[src/include/permutePipeline_defines.svh]
`ifndef PERMUTE_PIPELINE_DEFINES_SVH
`define PERMUTE_PIPELINE_DEFINES_SVH

// Lane count and word widths
`define NUMBER_OF_PERMUTATORS 2
`define BOT_WIDTH 128

// Low 3 bits pick variable a, high 3 bits pick variable b
`define PERMUTE_WIDTH 6

`define PCOEFF_COUNT_BITWIDTH 16
// A single term needs up to 35 bits (2**32 plus margin for the shift)
`define PCOEFF_SUM_BITWIDTH (`PCOEFF_COUNT_BITWIDTH + 35)

// Lane input buffering
`define LANE_FIFO_DEPTH_LOG2 4
`define LANE_SLOWDOWN_LEVEL 10

// Result buffering towards the host
`define RESULT_FIFO_DEPTH_LOG2 4
`define RESULT_SLOWDOWN_LEVEL 10

`endif
[src/hdl/permutePipelinePkg.sv]
`include "permutePipeline_defines.svh"

package permutePipelinePkg;

    // One input lane word
    typedef struct packed {
        logic                      valid;
        logic [`PERMUTE_WIDTH-1:0] permute;
        logic [`BOT_WIDTH-1:0]     bot;
    } laneBot_t;

    // Merged stream after the variable swap
    typedef struct packed {
        logic                  valid;
        logic                  last;
        logic [`BOT_WIDTH-1:0] bot;
    } permutedBot_t;

    // Batch result, also the results FIFO word
    typedef struct packed {
        logic [`PCOEFF_SUM_BITWIDTH-1:0]   sum;
        logic [`PCOEFF_COUNT_BITWIDTH-1:0] count;
    } pcoeffResult_t;

endpackage

[src/hdl/resultsReadPort.sv]
`timescale 1ns/1ns
`include "permutePipeline_defines.svh"

module resultsReadPort (
    input  logic                               clk,
    input  logic                               reset,
    input  logic                               cyc,
    input  logic                               stb,
    input  logic                               we,
    input  logic [1:0]                         adr,
    input  logic [31:0]                        datWrite,
    output logic [31:0]                        datRead,
    output logic                               ack,
    input  permutePipelinePkg::pcoeffResult_t  fifoHead,
    input  logic                               fifoEmpty,
    input  logic [`RESULT_FIFO_DEPTH_LOG2:0]   fifoUsedw,
    output logic                               fifoPop
);
    localparam int USED_BITS = `RESULT_FIFO_DEPTH_LOG2 + 1;

    logic request;
    logic popArmed;

    // A held strobe gets one ack, then a gap
    assign request = cyc && stb && !ack;

    always_ff @(posedge clk) begin
        if (reset) begin
            ack <= 1'b0;
            popArmed <= 1'b0;
        end else begin
            ack <= request;
            popArmed <= request && !we && adr == 2'd3 && !fifoEmpty;
        end
    end

    // Write data is accepted but has no target
    always_ff @(posedge clk) begin
        if (request && !we) begin
            case (adr)
                2'd0: datRead <= {{(24 - USED_BITS){1'b0}}, fifoUsedw, 7'd0, !fifoEmpty};
                2'd1: datRead <= 32'(fifoHead.count);
                2'd2: datRead <= fifoHead.sum[31:0];
                default: datRead <= fifoEmpty ? '0 : 32'(fifoHead.sum[`PCOEFF_SUM_BITWIDTH-1:32]);
            endcase
        end else if (request) begin
            datRead <= '0;
        end
    end

    // Head leaves the FIFO at the end of the ack cycle
    assign fifoPop = popArmed;

endmodule

[config.mk]
export PLATFORM = sky130hd
export DESIGN_NAME = resultsReadPort
export DESIGN_NICKNAME = d
export VERILOG_FILES = /design/src/hdl/permutePipelinePkg.sv /design/src/hdl/resultsReadPort.sv
export VERILOG_INCLUDE_DIRS = /design/src /design/src/include
export SDC_FILE = /design/constraint.sdc
export NUM_CORES = 1
export LEC_CHECK = 0
export BUFFER_PORTS_ARGS = -buffer_cell sky130_fd_sc_hd__buf_2
export CORE_MARGIN = 3
export CORE_UTILIZATION = 39
export DETAILED_ROUTE_END_ITERATION = 16
export PLACE_DENSITY = 0.91
export SLEW_MARGIN = 20
export SYNTH_ARGS = -nofsm -noshare
export SYNTH_HDL_FRONTEND = slang
export SYNTH_SLANG_ARGS = --single-unit
export TNS_END_PERCENT = 50
[constraint.sdc]
create_clock -name clk -period 2.5 [get_ports clk]
set_input_delay 0.125 -clock clk [delete_from_list [all_inputs] [get_ports clk]]
set_output_delay 0.125 -clock clk [all_outputs]
set_load 0.05 [all_outputs]
## Word level (Yosys, flattened, before mapping)

Cells that the tools add are included.

- Bitwise operators: 0
- Divide/modulo/power cells: 0
- Multiplexer cells: 4
- Equal/unequal tests: 3
- Shifts and indexed selects: 0
- Reductions and logical operators: 10
- Order comparisons: 0
- $mul: 0
- Add/sub/neg operators: 0

Operators with widths:

| operator | number |
|---|---|
| $pmux W32 S3 | 1 |
| $mux W32 | 2 |
| $mux W19 | 1 |
| $logic_and A1 B1 Y1 | 5 |
| $eq A2 B2 Y1 const B | 2 |
| $logic_not A1 Y1 | 3 |
| $eq A2 B1 Y1 const B | 1 |
| $logic_not A2 Y1 | 1 |
| $reduce_bool A2 Y1 | 1 |

- ROM bits: 0
- Input port bits: 112
- Register bits after elaboration: 34
- Output and inout port bits: 34
- Latch bits: 0
- RAM bits: 0
- Memories kept: 0

## Longest topological paths before layout

- Depth after elaboration: 5
- Mapped depth: 6

## Worst setup path after synthesis

No wires, ideal clock.

- Kind: register -> register
- From: register ack
- To: register datRead[0], enable pin
- Required time: 2,079 ps
- Period minus slack after synthesis: 2,345 ps
- Slack: 155 ps
- Path buffers: 0
- Cell stages (with the launch flop): 2
- Arrival: 1,924 ps
- Path through: dfxtp_1 nor2_1

- Word-level cells in the longest chain between the ends: 4

RTL lines:

| item | line | source |
|---|---|---|
| from (decl) | resultsReadPort.sv:13 | `output logic ack,` |
| from (signal assigned) | resultsReadPort.sv:32 | `ack <= request;` |
| $logic_not A1 Y1 (*) | resultsReadPort.sv:25 | `assign request = cyc && stb && !ack;` |
| $logic_and A1 B1 Y1 (*) | resultsReadPort.sv:25 |  |
| $logic_and A1 B1 Y1 | resultsReadPort.sv:39 | `if (request && !we) begin` |
| $reduce_bool A2 Y1 (no line) (*) | - |  |
| to (signal assigned) | resultsReadPort.sv:41 | `2'd0: datRead <= {{(24 - USED_BITS){1'b0}}, fifoUsedw, 7'd0, !fifoEmpty};` |
| to (signal assigned) | resultsReadPort.sv:42 | `2'd1: datRead <= 32'(fifoHead.count);` |
| to (signal assigned) | resultsReadPort.sv:43 | `2'd2: datRead <= fifoHead.sum[31:0];` |
| to (decl) | resultsReadPort.sv:12 | `output logic [31:0] datRead,` |

Every way passes the cells marked *; elsewhere a longest branch is shown, timed or not.
A chain may end at the register's enable or synchronous reset.

## Final worst setup path

- From: register ack
- To: register datRead[21], data pin

- Word-level cells in the longest chain between the ends: 4

RTL lines:

| item | line |
|---|---|
| $logic_not A1 Y1 | resultsReadPort.sv:25 |
| $logic_and A1 B1 Y1 | resultsReadPort.sv:25 |
| $logic_and A1 B1 Y1 | resultsReadPort.sv:39 |
| $mux W32 | resultsReadPort.sv:39 |

No other way between the ends.

==> results.txt <==
The detailed-route wire length per cell is 15.4 µm. The first-pass iteration count of the detailed router is 4. The repair_antennas step left the layout with diodes totalling 0. In this run, placement finished with an instance count of 301. The number of vias per cell after detailed routing came out at 5.13. The layout overhead on the synthesized area came out at 36.7%. The number of nets in the synthesized netlist is 261. TritonCTS built the clock tree. In the finished design, the share of the clock period the worst path needs comes to 0.616.

The data required time of the critical path is 2.64 ns. The number of setup violations in the final report came out at 0. The synthesized area divided by synthesized cell count came out at 11.8 µm². The flop and latch count out of synthesis is 34. The die width came out at 73.2 µm. The count of non-filler cells in the finished layout came out at 309. Static timing analysis puts the maximum clock frequency at 649 MHz. The final sum of negative setup slack came out at 0 ns. The main combinational cell family by area after synthesis is simple AND/OR/NAND/NOR gates. The basic-gate share of the synthesized area counting and, or, nand and nor cells is 0.206.

The largest net degree at the start of global routing is 41. The hold violation total from the final report is 0. The clock sink total is 34. In the routed design, unresolved DRC markers number 0.

The number of H-tree levels is 2. The global-route wire length before repair is 7.25 mm. Yosys mapped the design onto 27 distinct sky130hd cell types.

The run finished with clean final reports. Leaving out fill and tap cells, the most frequent cells in the layout are sky130_fd_sc_hd__buf_2 (113), sky130_fd_sc_hd__edfxtp_1 (32), sky130_fd_sc_hd__nand2_1 (24), sky130_fd_sc_hd__and2_1 (17), sky130_fd_sc_hd__a21oi_1 (13). The final layout net count came out at 370. The total grt overflow is 0. The global-route usage over all layers is 0.179. The commonest register cell after synthesis is sky130_fd_sc_hd__edfxtp_1.

The kind of launch point of the worst setup path is a flip-flop. The synthesized-area fraction occupied by xor and xnor cells is 0. The worst path needs 1.54 ns of the cycle, external delays included. During synthesis, Yosys emitted a total of 0 warnings. The root buffer cell is sky130_fd_sc_hd__clkbuf_8. Setup repair after global routing left no endpoint under its margin. STA classifies the critical path endpoint as a flip-flop. The number of buffers created by CTS came out at 5.

In the final layout, the share of cells above drive strength 1 is 0.552. Summing over every cut layer, the via total after detailed routing is 1584. The die footprint came out at 0.00536 mm². The number of enable-type register cells in the synthesized netlist is 32. The quantity of gates resized following cts came out at 0.

Counting the fill cells in the layout gives 365. After synthesis, the share of cell area in mux cells is 0. The clock latency of the later-clocked register in the worst-skew pair came out at 0.28 ns.

The number of antenna violations at the first check in global routing is 0. After detailed routing, the total wire length is 4.77 mm. At the end of the flow the core is filled with cells to 0.577. The library cell used most frequently in the layout, excluding fill and tap cells, is sky130_fd_sc_hd__buf_2.

The part of the Yosys area used for sequential elements is 0.569. The number of pins with negative max-slew slack in the final report is 0. For this configuration, the core starts out at a cell density of 0.422. The remaining max-slew budget at the tightest pin came out at 0.384. The number of setup buffers added after CTS is 0.

The setup path with the least slack is of type reg -> reg. The leakage power of the design came out at 0.993 nW. The number of hold buffers added after cts came out at 0. The worst IR drop on VDD is 0.203 mV. Between clock sinks in the finished design, the worst skew comes to 0.00250 ns. The clock passes through at most 2 buffers. The number of core rows came out at 23.

For the pin with the worst max-slew slack, the measured transition is 0.922 ns. The total half-perimeter wirelength after legalization and detailed placement came out at 3.48 mm. The async set-or-reset flop fraction in the synthesized netlist is 0.

The y dimension of the die is 73.2 µm. The core region is 0.00417 mm². The detail route stage leaves a number of antenna-violating nets equal to 0.

Synthesis produced a netlist whose cell count is 149. The reported max-cap violation count is 0. The global placement routability congestion came out at 0.782. The number of global-route vias before repair is 1549. The power density of the placed cells came out at 546 mW/mm². The adder-cell area share of the yosys netlist is 0.

In this run the worst hold path is classified as in -> reg. The endpoint arrival time on the critical path is 1.68 ns. The post-synthesis cell area is 0.00176 mm².

The post-route total power came out at 1.31 mW. The synthesized-area fraction occupied by ao, oa, aoi and oai cells came to 0.174. The I/O pin total came out at 146. The worst hold margin came out at 0.0190 ns. The violation count after the first detailed-routing iteration came out at 70. The maximum fanout along the worst path is 18. The number of I/O port buffers came out at 113.

The clock edge transition at the registers on the reported setup and hold paths came out at 0.07 ns.
==> logic make-up after synthesis <==
family	Yosys count
flip-flops	34
AO/OA/AOI/OAI	35
buffers and inverters	14
AND/OR/NAND/NOR	66
==> layout make-up <==
cell class              instances  area, µm²  area share
repair buffers                115        581       0.241
well taps                      50       62.6      0.0260
inverters                       1       3.75     0.00156
clock inverters                 2       8.76     0.00364
clock buffers                   6       72.6      0.0302
flip-flops and latches         34       1000       0.416
multi-input cells             101        677       0.281
==> state kept, by name (all words and copies together), names as in the netlist <==
name     count
fifoPop      1
ack          1
datRead     32
==> synth_stat cells (all sizes together) (2+ instances only) <==
| library cell | instances | area, µm² |
|---|---|---|
| nand2 | 33 | 146 |
| a21oi | 13 | 65.1 |
| clkbuf | 3 | 12.5 |
| nor3 | 2 | 15.0 |
| a211oi | 6 | 45.0 |
| and2 | 17 | 106 |
| nor2 | 4 | 15.0 |
| a311oi | 16 | 196 |
| nor2b | 3 | 18.8 |
| edfxtp | 32 | 961 |
| dfxtp | 2 | 40.0 |
| buf | 10 | 73.8 |
==> through the flow <==
step	setup slack [ns]	cell area, µm²
after floorplan	0.155	1760
after global placement	0.857	2320
after detailed placement	0.814	2320
after CTS	0.947	2410
after global routing	0.837	2410
final	0.960	2410
==> worst max-delay path, cell delays in order (launching register included) <==
cell and delay [ns]:
sky130_fd_sc_hd__dfxtp_1 0.35, sky130_fd_sc_hd__nand4bb_1 0.19, sky130_fd_sc_hd__buf_4 0.23, sky130_fd_sc_hd__nor3_2 0.41
sky130_fd_sc_hd__and2_1 0.22
==> path summary, 6_finish.rpt <==
kind                       start                        end  slack (ns)  depth (start not counted)
setup / recovery  ack$_SDFF_PP0_  datRead[21]$_SDFFCE_PN0P_        0.96                          4
hold / removal             reset             ack$_SDFF_PP0_        0.02                          2
setup reg to reg  ack$_SDFF_PP0_  datRead[21]$_SDFFCE_PN0P_        0.96                          4
hold reg to reg   ack$_SDFF_PP0_             ack$_SDFF_PP0_        0.54                          1
==> power by group <==
part           switching (mW)  leakage (nW)  internal, mW
clock                   0.194        0.0426         0.191
sequential            0.00653         0.301         0.649
combinational           0.186         0.649        0.0879
==> per-layer routing <==
metal	up-vias	part of all wire	global-route usage	routed length, µm
met5	-	0	0	0
met4	0	0.0096	0.0512	46
met3	7	0.12	0.0510	551
met2	95	0.50	0.320	2400
met1	716	0.37	0.206	1770
li1	766	-	-	-
(Power assumes the default switching activity.)
