<file path="config.mk">
export PLATFORM = sky130hd
export DESIGN_NAME = syncFifo
export DESIGN_NICKNAME = d
export VERILOG_FILES = /design/src/hdl/syncFifo.sv
export SDC_FILE = /design/constraint.sdc
export NUM_CORES = 1
export LEC_CHECK = 0
export ABC_AREA = 0
export BUFFER_PORTS_ARGS = -buffer_cell sky130_fd_sc_hd__clkbuf_2
export CAP_MARGIN = 15
export CELL_PAD_IN_SITES_DETAIL_PLACEMENT = 0
export CELL_PAD_IN_SITES_GLOBAL_PLACEMENT = 2
export CORE_MARGIN = 8
export CORE_UTILIZATION = 51
export DETAILED_ROUTE_END_ITERATION = 8
export PLACE_DENSITY_LB_ADDON = 0.1
export SYNTH_ARGS = -nofsm -noshare
export SYNTH_HDL_FRONTEND = slang
export SYNTH_SLANG_ARGS = --single-unit
</file>
<file path="constraint.sdc">
create_clock -name clk -period 5.6 [get_ports clk]
set_input_delay 0.28 -clock clk [delete_from_list [all_inputs] [get_ports clk]]
set_output_delay 0.28 -clock clk [all_outputs]
set_load 0.005 [all_outputs]
</file>
<file path="src/hdl/syncFifo.sv">
`timescale 1ns/1ns

module syncFifo #(
    parameter int WIDTH = 8,
    parameter int DEPTH_LOG2 = 4
) (
    input  logic                  clk,
    input  logic                  reset,
    input  logic                  writeEnable,
    input  logic [WIDTH-1:0]      dataIn,
    input  logic                  readRequest,
    output logic [WIDTH-1:0]      dataOut,
    output logic [DEPTH_LOG2:0]   usedw,
    output logic                  empty
);
    localparam int DEPTH = 1 << DEPTH_LOG2;

    logic [WIDTH-1:0] storage [DEPTH];
    logic [DEPTH_LOG2-1:0] writePtr;
    logic [DEPTH_LOG2-1:0] readPtr;

    always_ff @(posedge clk) begin
        if (writeEnable) begin
            storage[writePtr] <= dataIn;
        end
    end

    always_ff @(posedge clk) begin
        if (reset) begin
            writePtr <= '0;
            readPtr <= '0;
            usedw <= '0;
        end else begin
            if (writeEnable) begin
                writePtr <= writePtr + 1'b1;
            end
            if (readRequest) begin
                readPtr <= readPtr + 1'b1;
            end
            usedw <= usedw + (DEPTH_LOG2 + 1)'(writeEnable) - (DEPTH_LOG2 + 1)'(readRequest);
        end
    end

    // Fall-through: head entry is always on the output
    assign dataOut = storage[readPtr];
    assign empty = (usedw == '0);

    noOverflow: assert property (@(posedge clk) disable iff (reset)
        writeEnable |-> usedw != (DEPTH_LOG2 + 1)'(DEPTH));

    noUnderflow: assert property (@(posedge clk) disable iff (reset)
        readRequest |-> !empty);

endmodule

</file>
; ---- Word-level counts from Yosys, hierarchy flattened
; Memory sizes are Yosys's and may differ from the RTL's. A register that Yosys moved wholly into a read port is not among the register bits.
; Cells that the tools add are included.
[op_classes]
add_sub_neg = 4
n_mux = 4
n_reduce_logical = 1
[op_table]
columns = cell, n
row1 = $add A4 B1 Y4 const B, 2
row2 = $mux W4, 2
row3 = $add A5 B1 Y5, 1
row4 = $logic_not A5 Y1, 1
row5 = $sub A5 B1 Y5, 1
row6 = $mux W1, 2
[word_totals]
ff_bits = 13
ram_bits = 128
inputBits = 12
output_inout_bits = 14
elab_cells = 13
memories = 1
[memory_table]
columns = name, depth, word_bits, read_ports, rd_clocked_by_memory_dff, wr, line_no
row1 = storage, 16, 8, 1, 1, 1, 18  ; logic [WIDTH-1:0] storage [DEPTH];

; ---- Logic depth before layout (Yosys ltp)
; Gate-level depths: netlist of the first run.
[logic_depth]
ltp_word = 3
mapped_depth = 9
depth_no_buf = 9

; ---- Least setup slack after synthesis of the first run
; OpenSTA, ideal clock, no wires.
[synth_timing]
path_kind = register to register
from = register usedw[0]
to = register usedw[4]
setup_time_ps = 70
arrival_time_ps = 1883
t_required_ps = 5530
setup_slack_ps = 3648
path_stages_with_launch = 10
path_buffers = 0
period_less_slack_ps = 1952
cell_sequence = dfxtp_1 inv_1 ha_1 inv_1 ha_1 fa_1 a21oi_1 nor2_1 or3_1 a21oi_1
[synth_between]
elab_chain_cells = 2
[synth_rtl]
columns = element, line_no
row1 = "start, declared", 13  ; output logic [DEPTH_LOG2:0] usedw,
row2 = "start signal, assigned", 40  ; usedw <= usedw + (DEPTH_LOG2 + 1)'(writeEnable) - (DEPTH_LOG2 + 1)'(readRequest);
row3 = $add A5 B1 Y5, 40
row4 = $sub A5 B1 Y5, 40
; No other way between the ends.
; A chain may end at the register's enable or synchronous reset.

==> out/summary.txt, run 1 <==
Seq. cell area: 4190 um2
Multi-input gate area: 1450 um2
sequential share of power: 47.4%
via/cell ratio: 5.52
register area share after synthesis: 72.6%
Tot GR Track Use: 15.3%
hold path endpoint: usedw[4]$_SDFF_PP0_
Detailed Route WL: 10.5 mm
Initial Util: 51.3%
Pint: 2.07 mW
CTS Buf Count: 17
full die area: 15,000 um2
Final period util: 51.6%
post-CTS resize count: 0
leakage power: 2.25 nW
layout cells sized above 1: 22.1%
most common cell after layout, fill and taps aside: edfxtp_1
number of buffers and inverters on the critical path: 1
slew margin rel.: 27.3%
Slew @ Worst Pin: 1.09 ns
Worst IR Drop VDD: 0.222 mV
# DRC: 0
Worst EP required: 5.32 ns
Avg WL per Cell: 21.9 um
largest net degree at the start of global routing: 33
Worst Setup End Kind: primary output
clock network fraction of total power: 44.3%
vias in the first global route: 2,892
Final HPWL DP: 6.74 mm
Die H: 122 um
syn_area_per_cell: 19.6 um2
clock period minus worst slack: 2.89 ns
Final Net Count: 350
P_sw: 557 uW
Sw Share: 21.2%
status: finished clean
setup violators final: 0
r2r setup slk: 3.51 ns
Setup Skew: 0.0107 ns
antenna cell count: 0
syn_nets: 318
DR iter-0 viols: 205
Hold Crit Class: in2reg
Reg-to-Reg End: usedw[4]$_SDFF_PP0_
CP Launch Type: register
postcts setup bufs: 0
Post-Syn Instances: 294
Vias: 2,661
number of detailed-route iterations in the first pass: 4
initial antenna violation count: 0
Root Driver: clkbuf_16
Max Clock Freq: 346 MHz
worst-skew pair later-pin latency: 0.41 ns
Crit-path slowest cell: dfxtp_2
# rows: 39
combinational fraction of design power: 8.3%
PnR worst setup slack: 2.71 ns
CTS tree: done
Setup WS pre-CTS: 3.03 ns
Detail Route Antenna Nets: 0
Crit Path Category: reg2out
Final Hold Viols: 0
Worst R2R Start: usedw[0]$_SDFF_PP0_
Hold Crit Depth: 2
Critical Path Fanout Max: 32
Worst Reg-to-Reg Cells: 9
CP top delay family: flip-flops
# hold bufs at CTS: 0
most frequent cells in the layout: 128 x edfxtp_1, 25 x clkbuf_2, 18 x mux4_2
PwrDens: 398 nW/um2
clock sinks: 145
Hold Startpoint: reset
total grt overflow: 0
FILL cells: 836
CP Cell Sequence: mux4_1, a22oi_1, nand2_1, clkbuf_2
first-pass GRT wire length: 16.5 mm
final max-slew violation count: 0
#FFs+latches synth: 145
crit path DAT: 2.61 ns
Max Root-Sink Buffers: 2
H-tree Lvls: 4
Netlist Area Pre-Place: 5760 um2
Synth Warn #: 0
Placer Congestion: 0.688
Area Overhead vs Synth: 14.5%
CP max stage delay: 1.05 ns
core area: 11,200 um2
Max-Cap Viols: 0
Netlist cell types: 31
clock slew at reported path FFs: 0.06 ns
unrepaired setup endpoints after global routing: false
final setup TNS: 0 ns
die width: 122 um
Port-buffer cells: 25
Top-Level Pins: 26
-- cell usage after synthesis, drive strengths merged --
| cell type | number | share of area, % |
|---|---|---|
| xnor2 | 4 | 0.61 |
| a21o | 1 | 0.13 |
| inv | 8 | 0.52 |
| and3b | 1 | 0.15 |
| ha | 11 | 2.4 |
| a22oi | 16 | 2.1 |
| mux4 | 32 | 13 |
| and2b | 1 | 0.13 |
| a21oi | 3 | 0.26 |
| and2 | 17 | 1.8 |
| clkbuf | 2 | 0.13 |
| nor3b | 1 | 0.13 |
| buf | 7 | 0.96 |
| and3 | 1 | 0.11 |
| nor2 | 14 | 0.91 |
| or3 | 1 | 0.11 |
| xor2 | 5 | 0.76 |
| o21ai | 1 | 0.087 |
| fa | 1 | 0.35 |
| edfxtp | 128 | 67 |
| dfxtp | 17 | 5.9 |
| nand2 | 11 | 0.72 |
| nand4 | 2 | 0.22 |
| mux2i | 2 | 0.35 |
| nor2b | 3 | 0.33 |
| clkdlybuf4s25 | 3 | 0.52 |
| nor4b | 1 | 0.15 |
-- through the flow --
| stage | area, um2 | hold WS, ns | total power [mW] | utilization [%] | cells |
|---|---|---|---|---|---|
| floorplan | 5760 | 0.349 | 1.41 | - | 294 |
| detailed placement | 5970 | 0.547 | 1.49 | 53.2 | 450 |
| finish | 6590 | 0.240 | 2.62 | 58.8 | 482 |
| CTS | 6590 | 0.227 | 2.65 | 58.8 | 482 |
| global route | 6590 | 0.243 | 2.72 | 58.8 | 482 |
| global placement | 5970 | 0.526 | 1.49 | 53.2 | 450 |
-- state kept, by name (all words and copies together), names as in the netlist, named ones only --
signal / flops
storage: 128
usedw: 5
readPtr: 4
writePtr: 4
-- metal layers --
layer,track usage (%),routed length [um]
met3,4.97,519
met4,4.95,104
met1,19.7,4670
met5,0,0
met2,24.3,5250
-- worst register-to-register path: stages (launching register included) --
cell,delay [ns]
dfxtp_1,0.37
inv_1,0.06
ha_1,0.26
inv_1,0.04
ha_1,0.20
fa_1,0.41
a21oi_1,0.16
nor2_1,0.07
or3_1,0.34
a21oi_1,0.13
-- cells by family (layout without fill, tap and decap cells) --
kind of cell / count (synthesis) / count (layout) / share of synthesized area (%)
AO/OA/AOI/OAI: 21 / 21 / 2.56
XOR/XNOR: 9 / 9 / 1.37
adder cells (fa/ha/maj): 12 / 12 / 2.74
buffers and inverters: 20 / 65 / 2.13
flip-flops: 145 / 145 / 72.6
multiplexers: 34 / 34 / 13.8
AND/OR/NAND/NOR: 53 / 53 / 4.80
-- layout make-up --
cell class | instances | share of cell area (%)
Sequential cell | 145 | 63.5
Timing Repair Buffer | 25 | 1.90
Clock inverter | 13 | 2.83
Tap cell | 143 | 2.71
Clock buffer | 19 | 6.57
Multi-Input combinational cell | 129 | 22.0
Inverter | 8 | 0.455
-- power groups by stage --
stage | Combinational, mW | Sequential (mW) | Clock (mW)
CTS | 0.223 | 1.25 | 1.18
global placement | 0.221 | 1.27 | 0
detailed placement | 0.222 | 1.27 | 0
floorplan | 0.169 | 1.24 | 0
global route | 0.248 | 1.25 | 1.23
finish | 0.218 | 1.24 | 1.16
-- worst max path at each step --
| stage | to | slack, ns | depth (start not counted) |
|---|---|---|---|
| after floorplan | usedw[4]$_SDFF_PP0_ | 3.65 | 9 |
| after CTS | dataOut[5] | 2.59 | 4 |
| after global placement | dataOut[5] | 3.05 | 4 |
| after global routing | dataOut[5] | 2.50 | 4 |
| after detailed placement | dataOut[5] | 3.03 | 4 |
| final | dataOut[2] | 2.71 | 4 |
(Power assumes the default switching activity.)
==> inputs of run 2 (changes only) <==
CORE_UTILIZATION = 43   (was 51)
clock period = 2.61 ns   (was 5.6 ns; I/O delays follow)
==> out/summary.txt, run 2 (synthesized netlist as in run 1, its figures left out) <==
Largest regs: storage x128, usedw x5
Worst IR Drop VDD: 0.460 mV (+110%)
# hold bufs at CTS: 0 (unchanged)
CTS Buf Count: 17 (unchanged)
Final period util: 92.2%
crit path DAT: 2.28 ns (-0.33 ns)
Port-buffer cells: 25 (unchanged)
final setup TNS: 0 ns (unchanged)
Final Instance Area: 6650 um2 (+0.85%)
Root Driver: clkbuf_16
H-tree Lvls: 4 (unchanged)
Pint: 4.42 mW (+110%)
post-CTS resize count: 0 (unchanged)
Sw Share: 21.1% (-0.16 points)
layout cells sized above 1: 21.9% (-0.19 points)
vias in the first global route: 2,887 (-0.17%)
full die area: 17,400 um2 (+16%)
status: finished clean
Worst EP required: 2.48 ns (-2.84 ns)
final max-slew violation count: 0 (unchanged)
Worst Setup End Kind: primary output
Tot GR Track Use: 13.7% (-1.7 points)
postcts setup bufs: 0 (unchanged)
initial antenna violation count: 0 (unchanged)
clock period minus worst slack: 2.41 ns
most frequent cells in the layout: 128 x edfxtp_1, 25 x clkbuf_2, 18 x mux4_2
clock sinks: 145 (unchanged)
Critical Path Fanout Max: 25 (-22%)
Detail Route Antenna Nets: 0 (unchanged)
Setup Skew: 0.00470 ns (-0.00598 ns)
number of buffers and inverters on the critical path: 2 (+1)
combinational fraction of design power: 9.4% (+1.1 points)
Max-Cap Viols: 0 (unchanged)
Placer Congestion: 0.677 (-1.5%)
Placed Instances: 486 (+8.0%)
Power Total: 5.61 mW (+110%)
Slew @ Worst Pin: 0.727 ns (-0.364 ns)
clock slew at reported path FFs: 0.06 ns (about the same)
Crit-path slowest cell: mux4_2
Most flops, register: storage
die width: 132 um (+7.7%)
via/cell ratio: 5.21 (-5.6%)
Setup WS pre-CTS: 0.571 ns (-2.46 ns)
unrepaired setup endpoints after global routing: false
Vias: 2,700 (+1.5%)
DR iter-0 viols: 152 (-26%)
number of detailed-route iterations in the first pass: 4 (unchanged)
Initial Util: 43.7% (-7.7 points)
largest net degree at the start of global routing: 33 (unchanged)
Max Clock Freq: 415 MHz
total grt overflow: 0 (unchanged)
Avg WL per Cell: 21.2 um (-3.0%)
Post-Layout Cell Count: 518 (+7.5%)
antenna cell count: 0 (unchanged)
Final HPWL DP: 7.05 mm (+4.6%)
most common cell after layout, fill and taps aside: edfxtp_1
worst-skew pair later-pin latency: 0.41 ns (about the same)
Detailed Route WL: 11.0 mm (+4.2%)
setup violators final: 0 (unchanged)
sequential share of power: 46.9% (-0.5 points)
CP Launch Type: register
CP top delay family: multiplexers
leakage power: 2.27 nW (+0.93%)
core area: 13,200 um2 (+18%)
CP Cell Sequence: buf_12, mux4_2, a22oi_1, nand2_1, clkbuf_2
Top-Level Pins: 26 (unchanged)
hold slack final: 0.0823 ns (-0.157 ns)
Area Overhead vs Synth: 15.4%
CTS tree: done
# rows: 42 (+7.7%)
P_sw: 1.18 mW (+110%)
Crit Path Category: reg2out
r2r setup slk: 0.58 ns (-2.93 ns)
Die H: 132 um (+7.7%)
Post-DP Area: 6050 um2 (+1.3%)
Final Hold Viols: 0 (unchanged)
Hold Crit Class: in2reg
Max Root-Sink Buffers: 2 (unchanged)
Util after Layout: 50.4% (-8.3 points)
first-pass GRT wire length: 17.3 mm (+4.7%)
# DRC: 0 (unchanged)
slew margin rel.: 51.4% (+24 points)
clock network fraction of total power: 43.7% (-0.6 points)
Final Net Count: 353 (+0.86%)
PnR worst setup slack: 0.202 ns (-2.51 ns)
PwrDens: 843 nW/um2 (+110%)
CP max stage delay: 0.53 ns (-0.52 ns)
max reg flops: 128 (unchanged)
run 2: path summary, 6_finish.rpt:
path	startpoint	end	cells past startpoint
hold / removal	readRequest	readPtr[0]$_SDFFE_PP0P_	3
setup / recovery	register	dataOut[7]	5
setup reg to reg	usedw[0]$_SDFF_PP0_	usedw[4]$_SDFF_PP0_	9
hold reg to reg	readPtr[3]$_SDFFE_PP0P_	readPtr[3]$_SDFFE_PP0P_	2
run 2: final cells by class:
| type | count | area, um2 |
|---|---|---|
| clock inverters | 13 | 168 |
| inverters | 8 | 30.0 |
| flip-flops and latches | 145 | 4190 |
| multi-input cells | 129 | 1450 |
| clock buffers | 19 | 433 |
| well taps | 176 | 220 |
| repair buffers | 28 | 160 |
| fillers | 1076 | 6540 |
run 2: power groups by stage:
| stage | Combinational, mW | Sequential [mW] | Clock [mW] |
|---|---|---|---|
| finish | 0.524 | 2.63 | 2.45 |
| global route | 0.592 | 2.64 | 2.59 |
| CTS | 0.538 | 2.63 | 2.50 |
| detailed placement | 0.533 | 2.68 | 0 |
| global placement | 0.536 | 2.68 | 0 |
| floorplan | 0.363 | 2.67 | 0 |
run 2: worst register-to-register path, stage by stage (launching register included):
cell     delay, ns
dfxtp_1       0.34
inv_1         0.05
ha_1          0.26
inv_1         0.04
ha_1          0.19
fa_1          0.40
a21oi_1       0.15
nor2_1        0.06
or3_1         0.34
a21oi_1       0.14
run 2: routing by layer:
| metal | up-vias | global-route usage (%) | wire (um) |
|---|---|---|---|
| met5 | - | 0 | 0 |
| met4 | 0 | 5.87 | 201 |
| met3 | 16 | 4.38 | 441 |
| met2 | 53 | 21.1 | 5360 |
| met1 | 1386 | 17.4 | 4980 |
| li1 | 1245 | - | - |
