**config.mk**
```make
export PLATFORM = sky130hd
export DESIGN_NAME = aggregatingPipeline
export DESIGN_NICKNAME = d
export VERILOG_FILES = /design/src/hdl/permutePipelinePkg.sv /design/src/hdl/aggregatingPipeline.sv
export VERILOG_INCLUDE_DIRS = /design/src /design/src/include
export SDC_FILE = /design/constraint.sdc
export NUM_CORES = 1
export LEC_CHECK = 0
export BUFFER_PORTS_ARGS = -buffer_cell sky130_fd_sc_hd__buf_2
export CAP_MARGIN = 40
export CORE_MARGIN = 2
export CORE_UTILIZATION = 53
export CTS_CLUSTER_DIAMETER = 60
export DETAILED_ROUTE_END_ITERATION = 10
export GPL_ROUTABILITY_DRIVEN = 0
export HOLD_SLACK_MARGIN = 0.12
export PLACE_DENSITY = 0.83
export SLEW_MARGIN = 20
export SYNTH_ARGS = -nofsm -noshare
export SYNTH_HDL_FRONTEND = slang
export SYNTH_SLANG_ARGS = --single-unit
```
**constraint.sdc**
```tcl
create_clock -name clk -period 6.3 [get_ports clk]
set_input_delay 0.63 -clock clk [delete_from_list [all_inputs] [get_ports clk]]
set_output_delay 0.63 -clock clk [all_outputs]
set_load 0.02 [all_outputs]
```
**src/include/permutePipeline_defines.svh**
```systemverilog
`ifndef PERMUTE_PIPELINE_DEFINES_SVH
`define PERMUTE_PIPELINE_DEFINES_SVH

// Lane count and word widths
`define NUMBER_OF_PERMUTATORS 2
`define BOT_WIDTH 128

// Low 3 bits pick variable a, high 3 bits pick variable b
`define PERMUTE_WIDTH 6

`define PCOEFF_COUNT_BITWIDTH 16
// A single term needs up to 35 bits (2**32 plus margin for the shift)
`define PCOEFF_SUM_BITWIDTH (`PCOEFF_COUNT_BITWIDTH + 35)

// Lane input buffering
`define LANE_FIFO_DEPTH_LOG2 4
`define LANE_SLOWDOWN_LEVEL 10

// Result buffering towards the host
`define RESULT_FIFO_DEPTH_LOG2 4
`define RESULT_SLOWDOWN_LEVEL 10

`endif
```
**src/hdl/permutePipelinePkg.sv**
```systemverilog
`include "permutePipeline_defines.svh"

package permutePipelinePkg;

    // One input lane word
    typedef struct packed {
        logic                      valid;
        logic [`PERMUTE_WIDTH-1:0] permute;
        logic [`BOT_WIDTH-1:0]     bot;
    } laneBot_t;

    // Merged stream after the variable swap
    typedef struct packed {
        logic                  valid;
        logic                  last;
        logic [`BOT_WIDTH-1:0] bot;
    } permutedBot_t;

    // Batch result, also the results FIFO word
    typedef struct packed {
        logic [`PCOEFF_SUM_BITWIDTH-1:0]   sum;
        logic [`PCOEFF_COUNT_BITWIDTH-1:0] count;
    } pcoeffResult_t;

endpackage

```
**src/hdl/aggregatingPipeline.sv**
```systemverilog
`timescale 1ns/1ns
`include "permutePipeline_defines.svh"

module aggregatingPipeline (
    input  logic                              clk,
    input  logic                              reset,
    input  logic [`BOT_WIDTH-1:0]             top,
    input  permutePipelinePkg::permutedBot_t  bot,
    output logic                              resultsValid,
    output permutePipelinePkg::pcoeffResult_t result
);
    localparam int TERM_WIDTH = 35;
    localparam int NIBBLE_BITS = 6;

    logic s1Valid;
    logic s1Last;
    logic s1Subset;
    logic [`BOT_WIDTH-1:0] s1Remainder;
    logic s2Valid;
    logic s2Last;
    logic s2Subset;
    logic [NIBBLE_BITS-1:0] s2Nibbles;
    logic contributes;
    logic [TERM_WIDTH-1:0] term;
    logic [`PCOEFF_SUM_BITWIDTH-1:0] accSum;
    logic [`PCOEFF_SUM_BITWIDTH-1:0] nextSum;
    logic [`PCOEFF_COUNT_BITWIDTH-1:0] accCount;
    logic [`PCOEFF_COUNT_BITWIDTH-1:0] nextCount;

    function automatic logic [NIBBLE_BITS-1:0] countNibbles(input logic [`BOT_WIDTH-1:0] word);
        countNibbles = '0;
        for (int n = 0; n < `BOT_WIDTH / 4; n++) begin
            countNibbles = countNibbles + NIBBLE_BITS'(|word[4*n +: 4]);
        end
    endfunction

    // Stage 1: subset test and top-and-not-bot
    always_ff @(posedge clk) begin
        if (reset) begin
            s1Valid <= 1'b0;
            s1Last <= 1'b0;
        end else begin
            s1Valid <= bot.valid;
            s1Last <= bot.last;
        end
        s1Subset <= (bot.bot & ~top) == '0;
        s1Remainder <= top & ~bot.bot;
    end

    // Stage 2: nonzero nibbles of the remainder
    always_ff @(posedge clk) begin
        if (reset) begin
            s2Valid <= 1'b0;
            s2Last <= 1'b0;
        end else begin
            s2Valid <= s1Valid;
            s2Last <= s1Last;
        end
        s2Subset <= s1Subset;
        s2Nibbles <= countNibbles(s1Remainder);
    end

    // Stage 3: term and accumulation
    assign contributes = s2Valid && s2Subset;
    assign term = contributes ? (TERM_WIDTH'(1) << s2Nibbles) : '0;
    assign nextSum = accSum + `PCOEFF_SUM_BITWIDTH'(term);
    assign nextCount = accCount + `PCOEFF_COUNT_BITWIDTH'(contributes);

    always_ff @(posedge clk) begin
        if (reset) begin
            accSum <= '0;
            accCount <= '0;
            resultsValid <= 1'b0;
        end else begin
            resultsValid <= s2Last;
            if (s2Last) begin
                accSum <= '0;
                accCount <= '0;
            end else begin
                accSum <= nextSum;
                accCount <= nextCount;
            end
        end
    end

    // Last bot's own term is part of the emitted result
    always_ff @(posedge clk) begin
        if (s2Last) begin
            result <= '{sum: nextSum, count: nextCount};
        end
    end

    countNoWrap: assert property (@(posedge clk) disable iff (reset)
        contributes |-> accCount != '1);

endmodule

```
# After elaboration in Yosys (flattened, before gate mapping)
# Cells that the tools add are included.
[word_totals]
out_inout_bits = 68
elab_cells = 87
regBits = 275
input_bits = 260
[classes]
n_addsub = 33
n_shift = 1
bitwise = 4
n_reduce_logical = 35
muxes = 1
[op_table]
columns = ["op", "count"]
rows = [
  ["128-bit bitwise AND", 2],
  ["128-bit NOT", 2],
  ["6-bit by 1-bit adder with 6-bit output", 26],
  ["128-bit logical NOT", 1],
  ["4-bit OR reduction", 32],
  ["51-bit by 35-bit adder with 51-bit output", 1],
  ["35-bit 2-to-1 mux", 1],
  ["1-bit by 6-bit << shifter with 35-bit output, first input constant", 1],
  ["16-bit by 1-bit adder with 16-bit output", 1],
  ["5-bit by 1-bit adder with 6-bit output", 1],
  ["4-bit by 1-bit adder with 5-bit output", 1],
  ["3-bit by 1-bit adder with 4-bit output", 1],
  ["2-bit by 1-bit adder with 3-bit output", 1],
  ["1-bit by 1-bit adder with 2-bit output", 1],
  ["2-bit OR reduction", 1],
  ["1-bit logical AND", 1],
]

# Logic depth before layout (Yosys ltp)
# Gate-level depths: netlist (run 1).
[depth]
word_depth = 32
depth_mapped = 18

# Least setup slack after synthesis (run 1)
# Ideal clock, no wire load.
[synth_timing]
path_type = "register -> register"
from = "register s1Remainder[45]"
to = "register s2Nibbles[4]"
setup_ns = 0.118
path_buffers = 0
slack_ns = 1.255
stages_incl_launch_ff = 19
arrival_ns = 4.927
synth_period_minus_slack_ns = 5.045
t_required_ns = 6.182
path_cell_list = "dfxtp_1 -> or4_1 -> fa_1 -> inv_1 -> fa_1 -> inv_1 -> fa_1 -> fa_1 -> inv_1 -> fa_1 -> fa_1 -> inv_1 -> ha_1 -> inv_1 -> fa_1 -> inv_1 -> a21o_1 -> a21oi_1 -> xnor2_1"
[synth_via]
elab_chain_len = 22
[synth_lines]
columns = ["item", "line", "text"]
rows = [
  ["from (decl)", "aggregatingPipeline.sv:18", "logic [`BOT_WIDTH-1:0] s1Remainder;"],
  ["from (signal assigned)", "aggregatingPipeline.sv:47", "s1Remainder <= top & ~bot.bot;"],
  ["4-bit OR reduction", "aggregatingPipeline.sv:33", "countNibbles = countNibbles + NIBBLE_BITS'(|word[4*n +: 4]);"],
  ["6-bit by 1-bit adder with 6-bit output (21 in a row)", "aggregatingPipeline.sv:33", ""],
  ["to (signal assigned)", "aggregatingPipeline.sv:60", "s2Nibbles <= countNibbles(s1Remainder);"],
  ["to (decl)", "aggregatingPipeline.sv:22", "logic [NIBBLE_BITS-1:0] s2Nibbles;"],
]
# Every way passes these cells.
# A chain may end at the register's enable or synchronous reset.

# Worst setup path after layout (run 1)
[layout_timing]
from = "register s1Remainder[69]"
to = "register s2Nibbles[4]"
[layout_via]
elab_chain_len = 16
[layout_lines]
columns = ["item", "line"]
rows = [
  ["4-bit OR reduction", "aggregatingPipeline.sv:33"],
  ["6-bit by 1-bit adder with 6-bit output (15 in a row)", "aggregatingPipeline.sv:33"],
]
# Every way passes these cells.

==> impl_results.md, run 1 <==
* Status: completed
* Number of flops mapped to enable cells by yosys at between 60 and 70
* CP max FO at 2
* Worst path required time at 6.76 ns
* Wire per inst at roughly 17 um
* Hold_buf cts at 0
* Detail Placement HPWL at about 27 mm
* Tmin final at roughly 5.3 ns
* Area grow syn2layout at 24.4%
* Seq/Total Area, Yosys at about half
* Chip width at between 150 and 200 um
* RSZ-0062 raised after global routing: false
* Final TNS setup at 0 ns
* Met1 Routed Length at 12.3 mm
* Type of origin of the critical path: register
* Worst-margin pin slew at between 0.7 and 0.8 ns
* Synth unique cells at 58
* Post-synth top flop: dfxtp_1
* Reg2reg start: s1Remainder[69]$_DFF_P_
* Inserted Clock Buffers at 29
* Lkg Pwr at between 7 and 8 nW
* Initial DRC count at 549
* Sequential Area at between 0.006 and 0.007 sq mm
* Largest net degree at the start of global routing at 56
* Core footprint at 0.0228 sq mm
* Clock tree root buffer cell: clkbuf_16
* Vias in the first global route at ~10,000
* Crit path from: s1Remainder[69]$_DFF_P_
* Worst setup path class: reg2reg
* Maximum vdd drop at ~0.28 mV
* PD cells at 322 mW/mm^2
* F_max at between 150 and 200 MHz
* Metal2 WL at ~18 mm
* Die area at 0.0245 sq mm
* Worst slack, placed at about 1 ns
* Worst Setup Slack, final at 1.03 ns
* Multi-input logic area at between 0.005 and 0.006 sq mm
* CTS-repair resized insts at 0
* Die Y at 157 um
* Final nets at around 1,900
* Metal3 WL at a little over 2 mm
* Routed vias at 10,300
* DR pass1 iterations at 5
* Critical path endpoint category: register
* Slew headroom at 47.7%
* Post-synthesis area per instance at 9.79 sq um
* Setup Fix Bufs, Post-CTS at 0
* Routed wire length at approximately 34 mm
* Rows at between 50 and 60
* Reg2reg end: s2Nibbles[4]$_DFF_P_
* #FFs+latches synth at approximately 280
* Initial Util at between 50% and 60%
* Clock Latency Late Sink at approximately 0.54 ns
* CTS H-tree depth at 1
* Worst reg2reg path depth at 18
* DRT antenna net count at 0
* Max cap viols at 0
* Most common cell after layout, fill and taps aside: buf_2
* Worst EP arrival at roughly 5.7 ns
* Layout cells sized above 1 at around a quarter
* Worst Setup EP: s2Nibbles[4]$_DFF_P_
* Async S/R FF share, synth at 0%
* GR Overflow Total at 0
* Commonest cells after routing, fill and taps aside: buf_2, dfxtp_1, inv_1
* Clk buf depth at 3
* CTS tree: yes
* Gr usage total at between 20% and 30%
* Tcrit/Tclk final at between 80% and 90%
* R2R setup slack at around 1.0 ns
* Number of synthesis warnings at 0
* Top routing layer in use: met5
* Drt drc at 0
* Fillcell total at approximately 1,800
* First-pass GRT wire length at just over 50 mm
* Clk slew on worst S/H paths at around 0.060 ns
* Setup Skew at 0.0151 ns
* Port-buffer cells at 327
* Final Setup Violations at 0
* Vias per cell at 5.32
* Antenna violations before repair at 8
* Cells after Synth at ~1,300
* Hold Slack at ~0.26 ns
* Clock Sinks at approximately 280
* Synth Net Count at ~1,600
* Final max-slew violation count at 0
* Mapped Area at between 0.01 and 0.015 sq mm
* IO Pins at ~330
* Worst Hold Class: in2reg
* Hold Violations, Final at 0
==> layout make-up <==
type	count	area share, %
sequential	275	40.2
multi-input combinational	785	35.2
timing repair buffer	330	10.9
clock buffer	38	5.83
inverter	174	4.25
tap	313	2.55
clock inverter	15	0.896
antenna	8	0.130
==> critical path: stages (launching register included) <==
cell and delay, ns:
dfxtp_1 0.30, or4_1 0.57, fa_1 0.56, inv_1 0.06, fa_1 0.49, fa_1 0.52
inv_1 0.06, fa_1 0.48, inv_1 0.06, fa_1 0.50, fa_1 0.56, inv_1 0.04
ha_1 0.20, inv_1 0.08, fa_1 0.21, inv_1 0.05, a21o_1 0.16, a21oi_1 0.17
xnor2_1 0.13
==> per-stage QoR <==
step	power, W	cell area (sq um)	instances	util, %
after floorplan	0.00285	12300	1261	-
after global placement	0.00312	14300	1876	62.7
after detailed placement	0.00322	14300	1877	62.8
after CTS	0.00498	15300	1930	67.3
after global routing	0.00522	15300	1937	67.4
final	0.00495	15400	1938	67.4
==> layer usage <==
layer  vias to the layer above  GRT usage (%)
met5                         -              0
met4                         2           15.7
met3                       114           4.04
met2                       444           49.9
met1                      4811           29.2
li1                       4945              -
==> kinds of logic (layout without fill, tap and decap cells) <==
logic type               after synthesis  in the layout  share of synthesized area, %
other                                  0              8                             0
AO/OA/AOI/OAI                        197            197                          10.7
multiplexers                           6              6                         0.487
buffers and inverters                201            557                          6.23
AND/OR/NAND/NOR                      449            449                          19.5
flip-flops                           275            275                          50.0
XOR/XNOR                              64             64                          4.54
adder cells (fa/ha/maj)               69             69                          8.52
==> cell usage after synthesis, drive strengths merged (2+ instances only) <==
cell    instances  share of area [%]
or4            19                1.2
nand4          20                1.0
o21bai          8               0.49
nor3           10               0.41
inv           174                5.3
o31ai           2               0.23
nor4           25                1.3
and3            7               0.35
and4            4               0.28
nand2          59                1.8
xor2           30                2.1
buf             7               0.30
a21oi          56                2.4
nand3          24               0.97
a31oi           2               0.10
o22ai          42                2.1
nor2          103                3.2
mux2i           6               0.49
o211ai          3               0.22
a211oi          4               0.28
edfxtp         67                 16
nor2b          94                4.8
or2             3               0.15
nand2b          7               0.35
or3            10               0.51
a221oi         22                1.6
a21o           11               0.67
o21ai          28                1.2
a41oi           4               0.44
and2           62                3.1
clkbuf         20               0.63
dfxtp         208                 34
xnor2          34                2.4
fa             25                4.1
o21a            6               0.36
ha             44                4.5
==> worst min path at each step <==
| stage | endpoint | startpoint | cells past startpoint |
|---|---|---|---|
| 6_report | s1Remainder[40]$_DFF_P_ | bot[40] | 2 |
| 5_1_grt | s1Remainder[40]$_DFF_P_ | bot[40] | 2 |
| 4_1_cts | s1Remainder[40]$_DFF_P_ | bot[40] | 2 |
| 3_5_place_dp | s2Subset$_DFF_P_ | s1Subset$_DFF_P_ | 0 |
| 3_3_place_gp | s2Subset$_DFF_P_ | s1Subset$_DFF_P_ | 0 |
| 2_1_floorplan | s2Subset$_DFF_P_ | s1Subset$_DFF_P_ | 0 |
==> registers in the layout, summed over array words and instances (netlist names) <==
signal / flops
s1Remainder: 128
result: 67
accSum: 51
accCount: 16
s2Nibbles: 6
resultsValid: 1
s1Last: 1
s1Subset: 1
s1Valid: 1
s2Last: 1
s2Subset: 1
s2Valid: 1
==> power breakdown <==
group	switching, W	internal [W]	leakage, nW
registers	0.0000391	0.00189	2.49
logic	0.000669	0.000571	4.54
clock network	0.000694	0.00108	0.520
No activity file was read; power rests on OpenSTA's default activity.
==> inputs of run 2 (changes only) <==
--- a/config.mk
+++ b/config.mk
@@ -9,12 +9,12 @@
 export BUFFER_PORTS_ARGS = -buffer_cell sky130_fd_sc_hd__buf_2
 export CAP_MARGIN = 40
 export CORE_MARGIN = 2
-export CORE_UTILIZATION = 53
+export CORE_UTILIZATION = 48
 export CTS_CLUSTER_DIAMETER = 60
 export DETAILED_ROUTE_END_ITERATION = 10
 export GPL_ROUTABILITY_DRIVEN = 0
 export HOLD_SLACK_MARGIN = 0.12
-export PLACE_DENSITY = 0.83
+export PLACE_DENSITY = 0.8
 export SLEW_MARGIN = 20
 export SYNTH_ARGS = -nofsm -noshare
 export SYNTH_HDL_FRONTEND = slang
==> constraint.sdc (replaced) <==
create_clock -name clk -period 4.83 [get_ports clk]
set_input_delay 0.483 -clock clk [delete_from_list [all_inputs] [get_ports clk]]
set_output_delay 0.483 -clock clk [all_outputs]
set_load 0.02 [all_outputs]
==> run 2 against run 1 <==
Compared with the run above: the run now ends with negative setup slack left; die area grew 10%; sequential share of layout area shrank 2.2 points; largest power group unchanged; combinational power grew 65%; utilization shrank 3.0 points; critical path depth is the same; final area grew 5.6%; final cell count grew 5.2%; sequential cell count is the same; critical path type unchanged; clock-buffer cell count shrank 4; global-route usage grew 0.24 points.
==> impl_results.md, run 2 (synthesis gave the netlist of run 1 again) <==
* Int Power at between 0.004 and 0.005 W
* Worst-margin pin slew at between 0.7 and 0.8 ns
* PD cells at 423 mW/mm^2
* IO Pins at roughly 330
* Final Setup Violations at 5
* Share of power burned in combinational logic at 29.7%
* Die Y at ~160 um
* Type of origin of the critical path: register
* Initial Util at approximately 50%
* Worst path required time at ~5.3 ns
* Rows at 58
* Setup Fix Bufs, Post-CTS at 0
* RSZ-0062 raised after global routing: true
* Maximum vdd drop at ~0.33 mV
* Clk buf depth at 3
* Sw Ratio at between 20% and 30%
* Violated checks: negative setup slack
* Worst Hold Class: in2reg
* Fin area at 0.0162 sq mm
* Tcrit/Tclk final at 104%
* Slew headroom at 49.5%
* Port-buffer cells at ~330
* Status: finished with violations
* CTS H-tree depth at 1
* Clock power frac at approximately 34%
* Final max-slew violation count at 0
* Core footprint at roughly 0.025 sq mm
* Crit path from: s1Remainder[85]$_DFF_P_
* Fillcell total at 1,884
* Tmin final at ~5 ns
* Pwr Total at 0.00686 W
* Final Core Density at roughly 64%
* Final TNS setup at -0.479 ns
* CTS tree: yes
* Inserted Clock Buffers at 28
* Initial DRC count at between 500 and 600
* R2R setup slack at -0.17 ns
* Vias in the first global route at approximately 11,000
* Detail Placement HPWL at roughly 28 mm
* Vias per cell at approximately 5.3
* Final nets at about 2,000
* Hold Slack at roughly 0.14 ns
* Clock Sinks at ~280
* Hold Violations, Final at 0
* DR pass1 iterations at 5
* Worst Setup Slack, final at -0.173 ns
* Wire per inst at ~18 um
* Reg2reg start: s1Remainder[85]$_DFF_P_
* Placed Area at roughly 0.014 sq mm
* Clock tree root buffer cell: clkbuf_16
* DRT antenna net count at 0
* GR Overflow Total at 0
* Area grow syn2layout at 31.4%
* Commonest cells after routing, fill and taps aside: buf_2, dfxtp_1, inv_1
* Reg power frac at 36.8%
* Die area at between 0.02 and 0.03 sq mm
* Most common cell after layout, fill and taps aside: buf_2
* Worst Setup EP: s2Nibbles[4]$_DFF_P_
* Critical path endpoint category: register
* Leading registers by flop count: s1Remainder (128), result (67), accSum (51)
* Layout cells sized above 1 at 24.3%
* Antenna violations before repair at 8
* Hold Path Depth at 2
* Routed wire length at approximately 37 mm
* Clk slew on worst S/H paths at 0.07 ns
* F_max at between 150 and 200 MHz
* Setup Skew at 0.0132 ns
* Reg2reg end: s2Nibbles[4]$_DFF_P_
* Worst EP arrival at ~5.4 ns
* Largest net degree at the start of global routing at 67
* Lkg Pwr at a little under 8 nW
* Max reg flops at ~130
* Drt drc at 0
* Worst setup path class: reg2reg
* Routed vias at 10,700
* First-pass GRT wire length at 56.0 mm
* CP max FO at 2
* Clock Latency Late Sink at ~0.54 ns
* Worst reg2reg path depth at 18
* Largest Register: s1Remainder
* Max cap viols at 0
* Net Sw Power at 0.00201 W
* Chip width at around 160 um
* Gr usage total at 27.2%
==> run 2: how the worst min path moves through the flow <==
| stage | start | to |
|---|---|---|
| 6_report | bot[57] | s1Remainder[57]$_DFF_P_ |
| 5_1_grt | bot[103] | s1Remainder[103]$_DFF_P_ |
| 4_1_cts | bot[53] | s1Remainder[53]$_DFF_P_ |
| 3_5_place_dp | s1Subset$_DFF_P_ | s2Subset$_DFF_P_ |
| 3_3_place_gp | s1Subset$_DFF_P_ | s2Subset$_DFF_P_ |
| 2_1_floorplan | s1Subset$_DFF_P_ | s2Subset$_DFF_P_ |
==> run 2: layout make-up <==
class / count / area, sq um / area share [%]
Clock buffer: 34 / 807 / 4.98
Inverter: 174 / 653 / 4.03
Clock inverter: 18 / 198 / 1.22
Timing Repair Buffer: 417 / 2520 / 15.5
Tap cell: 330 / 413 / 2.55
Antenna cell: 6 / 15.0 / 0.0926
Sequential cell: 275 / 6180 / 38.1
Multi-Input combinational cell: 785 / 5440 / 33.5
==> run 2: layer usage <==
metal / GRT usage (%) / vias to the layer above / routed length [um]
met1: 28.8 / 4965 / 13200
met5: 0 / - / 27
met2: 50.1 / 517 / 19100
met3: 5.03 / 145 / 2420
li1: - / 5109 / -
met4: 16.2 / 4 / 2510
==> run 2: power by group through the flow <==
stage	combinational [W]	sequential, W	clock (W)
after CTS	0.00196	0.00252	0.00233
after global placement	0.00175	0.00257	0
final	0.00204	0.00252	0.00230
after global routing	0.00229	0.00253	0.00242
after floorplan	0.00124	0.00255	0
after detailed placement	0.00190	0.00257	0
==> run 2: critical path: stages (launching register included) <==
cell and delay, ns:
dfxtp_1 0.30, or4_4 0.53, fa_1 0.54, inv_1 0.05
fa_1 0.45, fa_1 0.50, inv_2 0.04, fa_1 0.54
inv_2 0.04, fa_1 0.49, fa_1 0.41, inv_1 0.07
ha_2 0.18, inv_2 0.04, fa_2 0.35, inv_1 0.06
a21o_1 0.11, a21oi_2 0.05, xnor2_1 0.13
==> run 2: timing repair <==
action,CTS,global route
pin swaps,2,4
gates resized for setup,2,5
hold endpoints to repair,83,0
endpoints found under the setup margin,5,5
hold buffers,83,0
gates cloned,0,0
==> run 2: through the flow <==
step                      instances  worst slack (ns)
after floorplan                1261           -0.0310
after global placement         1898           -0.0939
after detailed placement       1898            -0.169
after CTS                      2033            -0.176
after global routing           2038            -0.363
final                          2039            -0.173
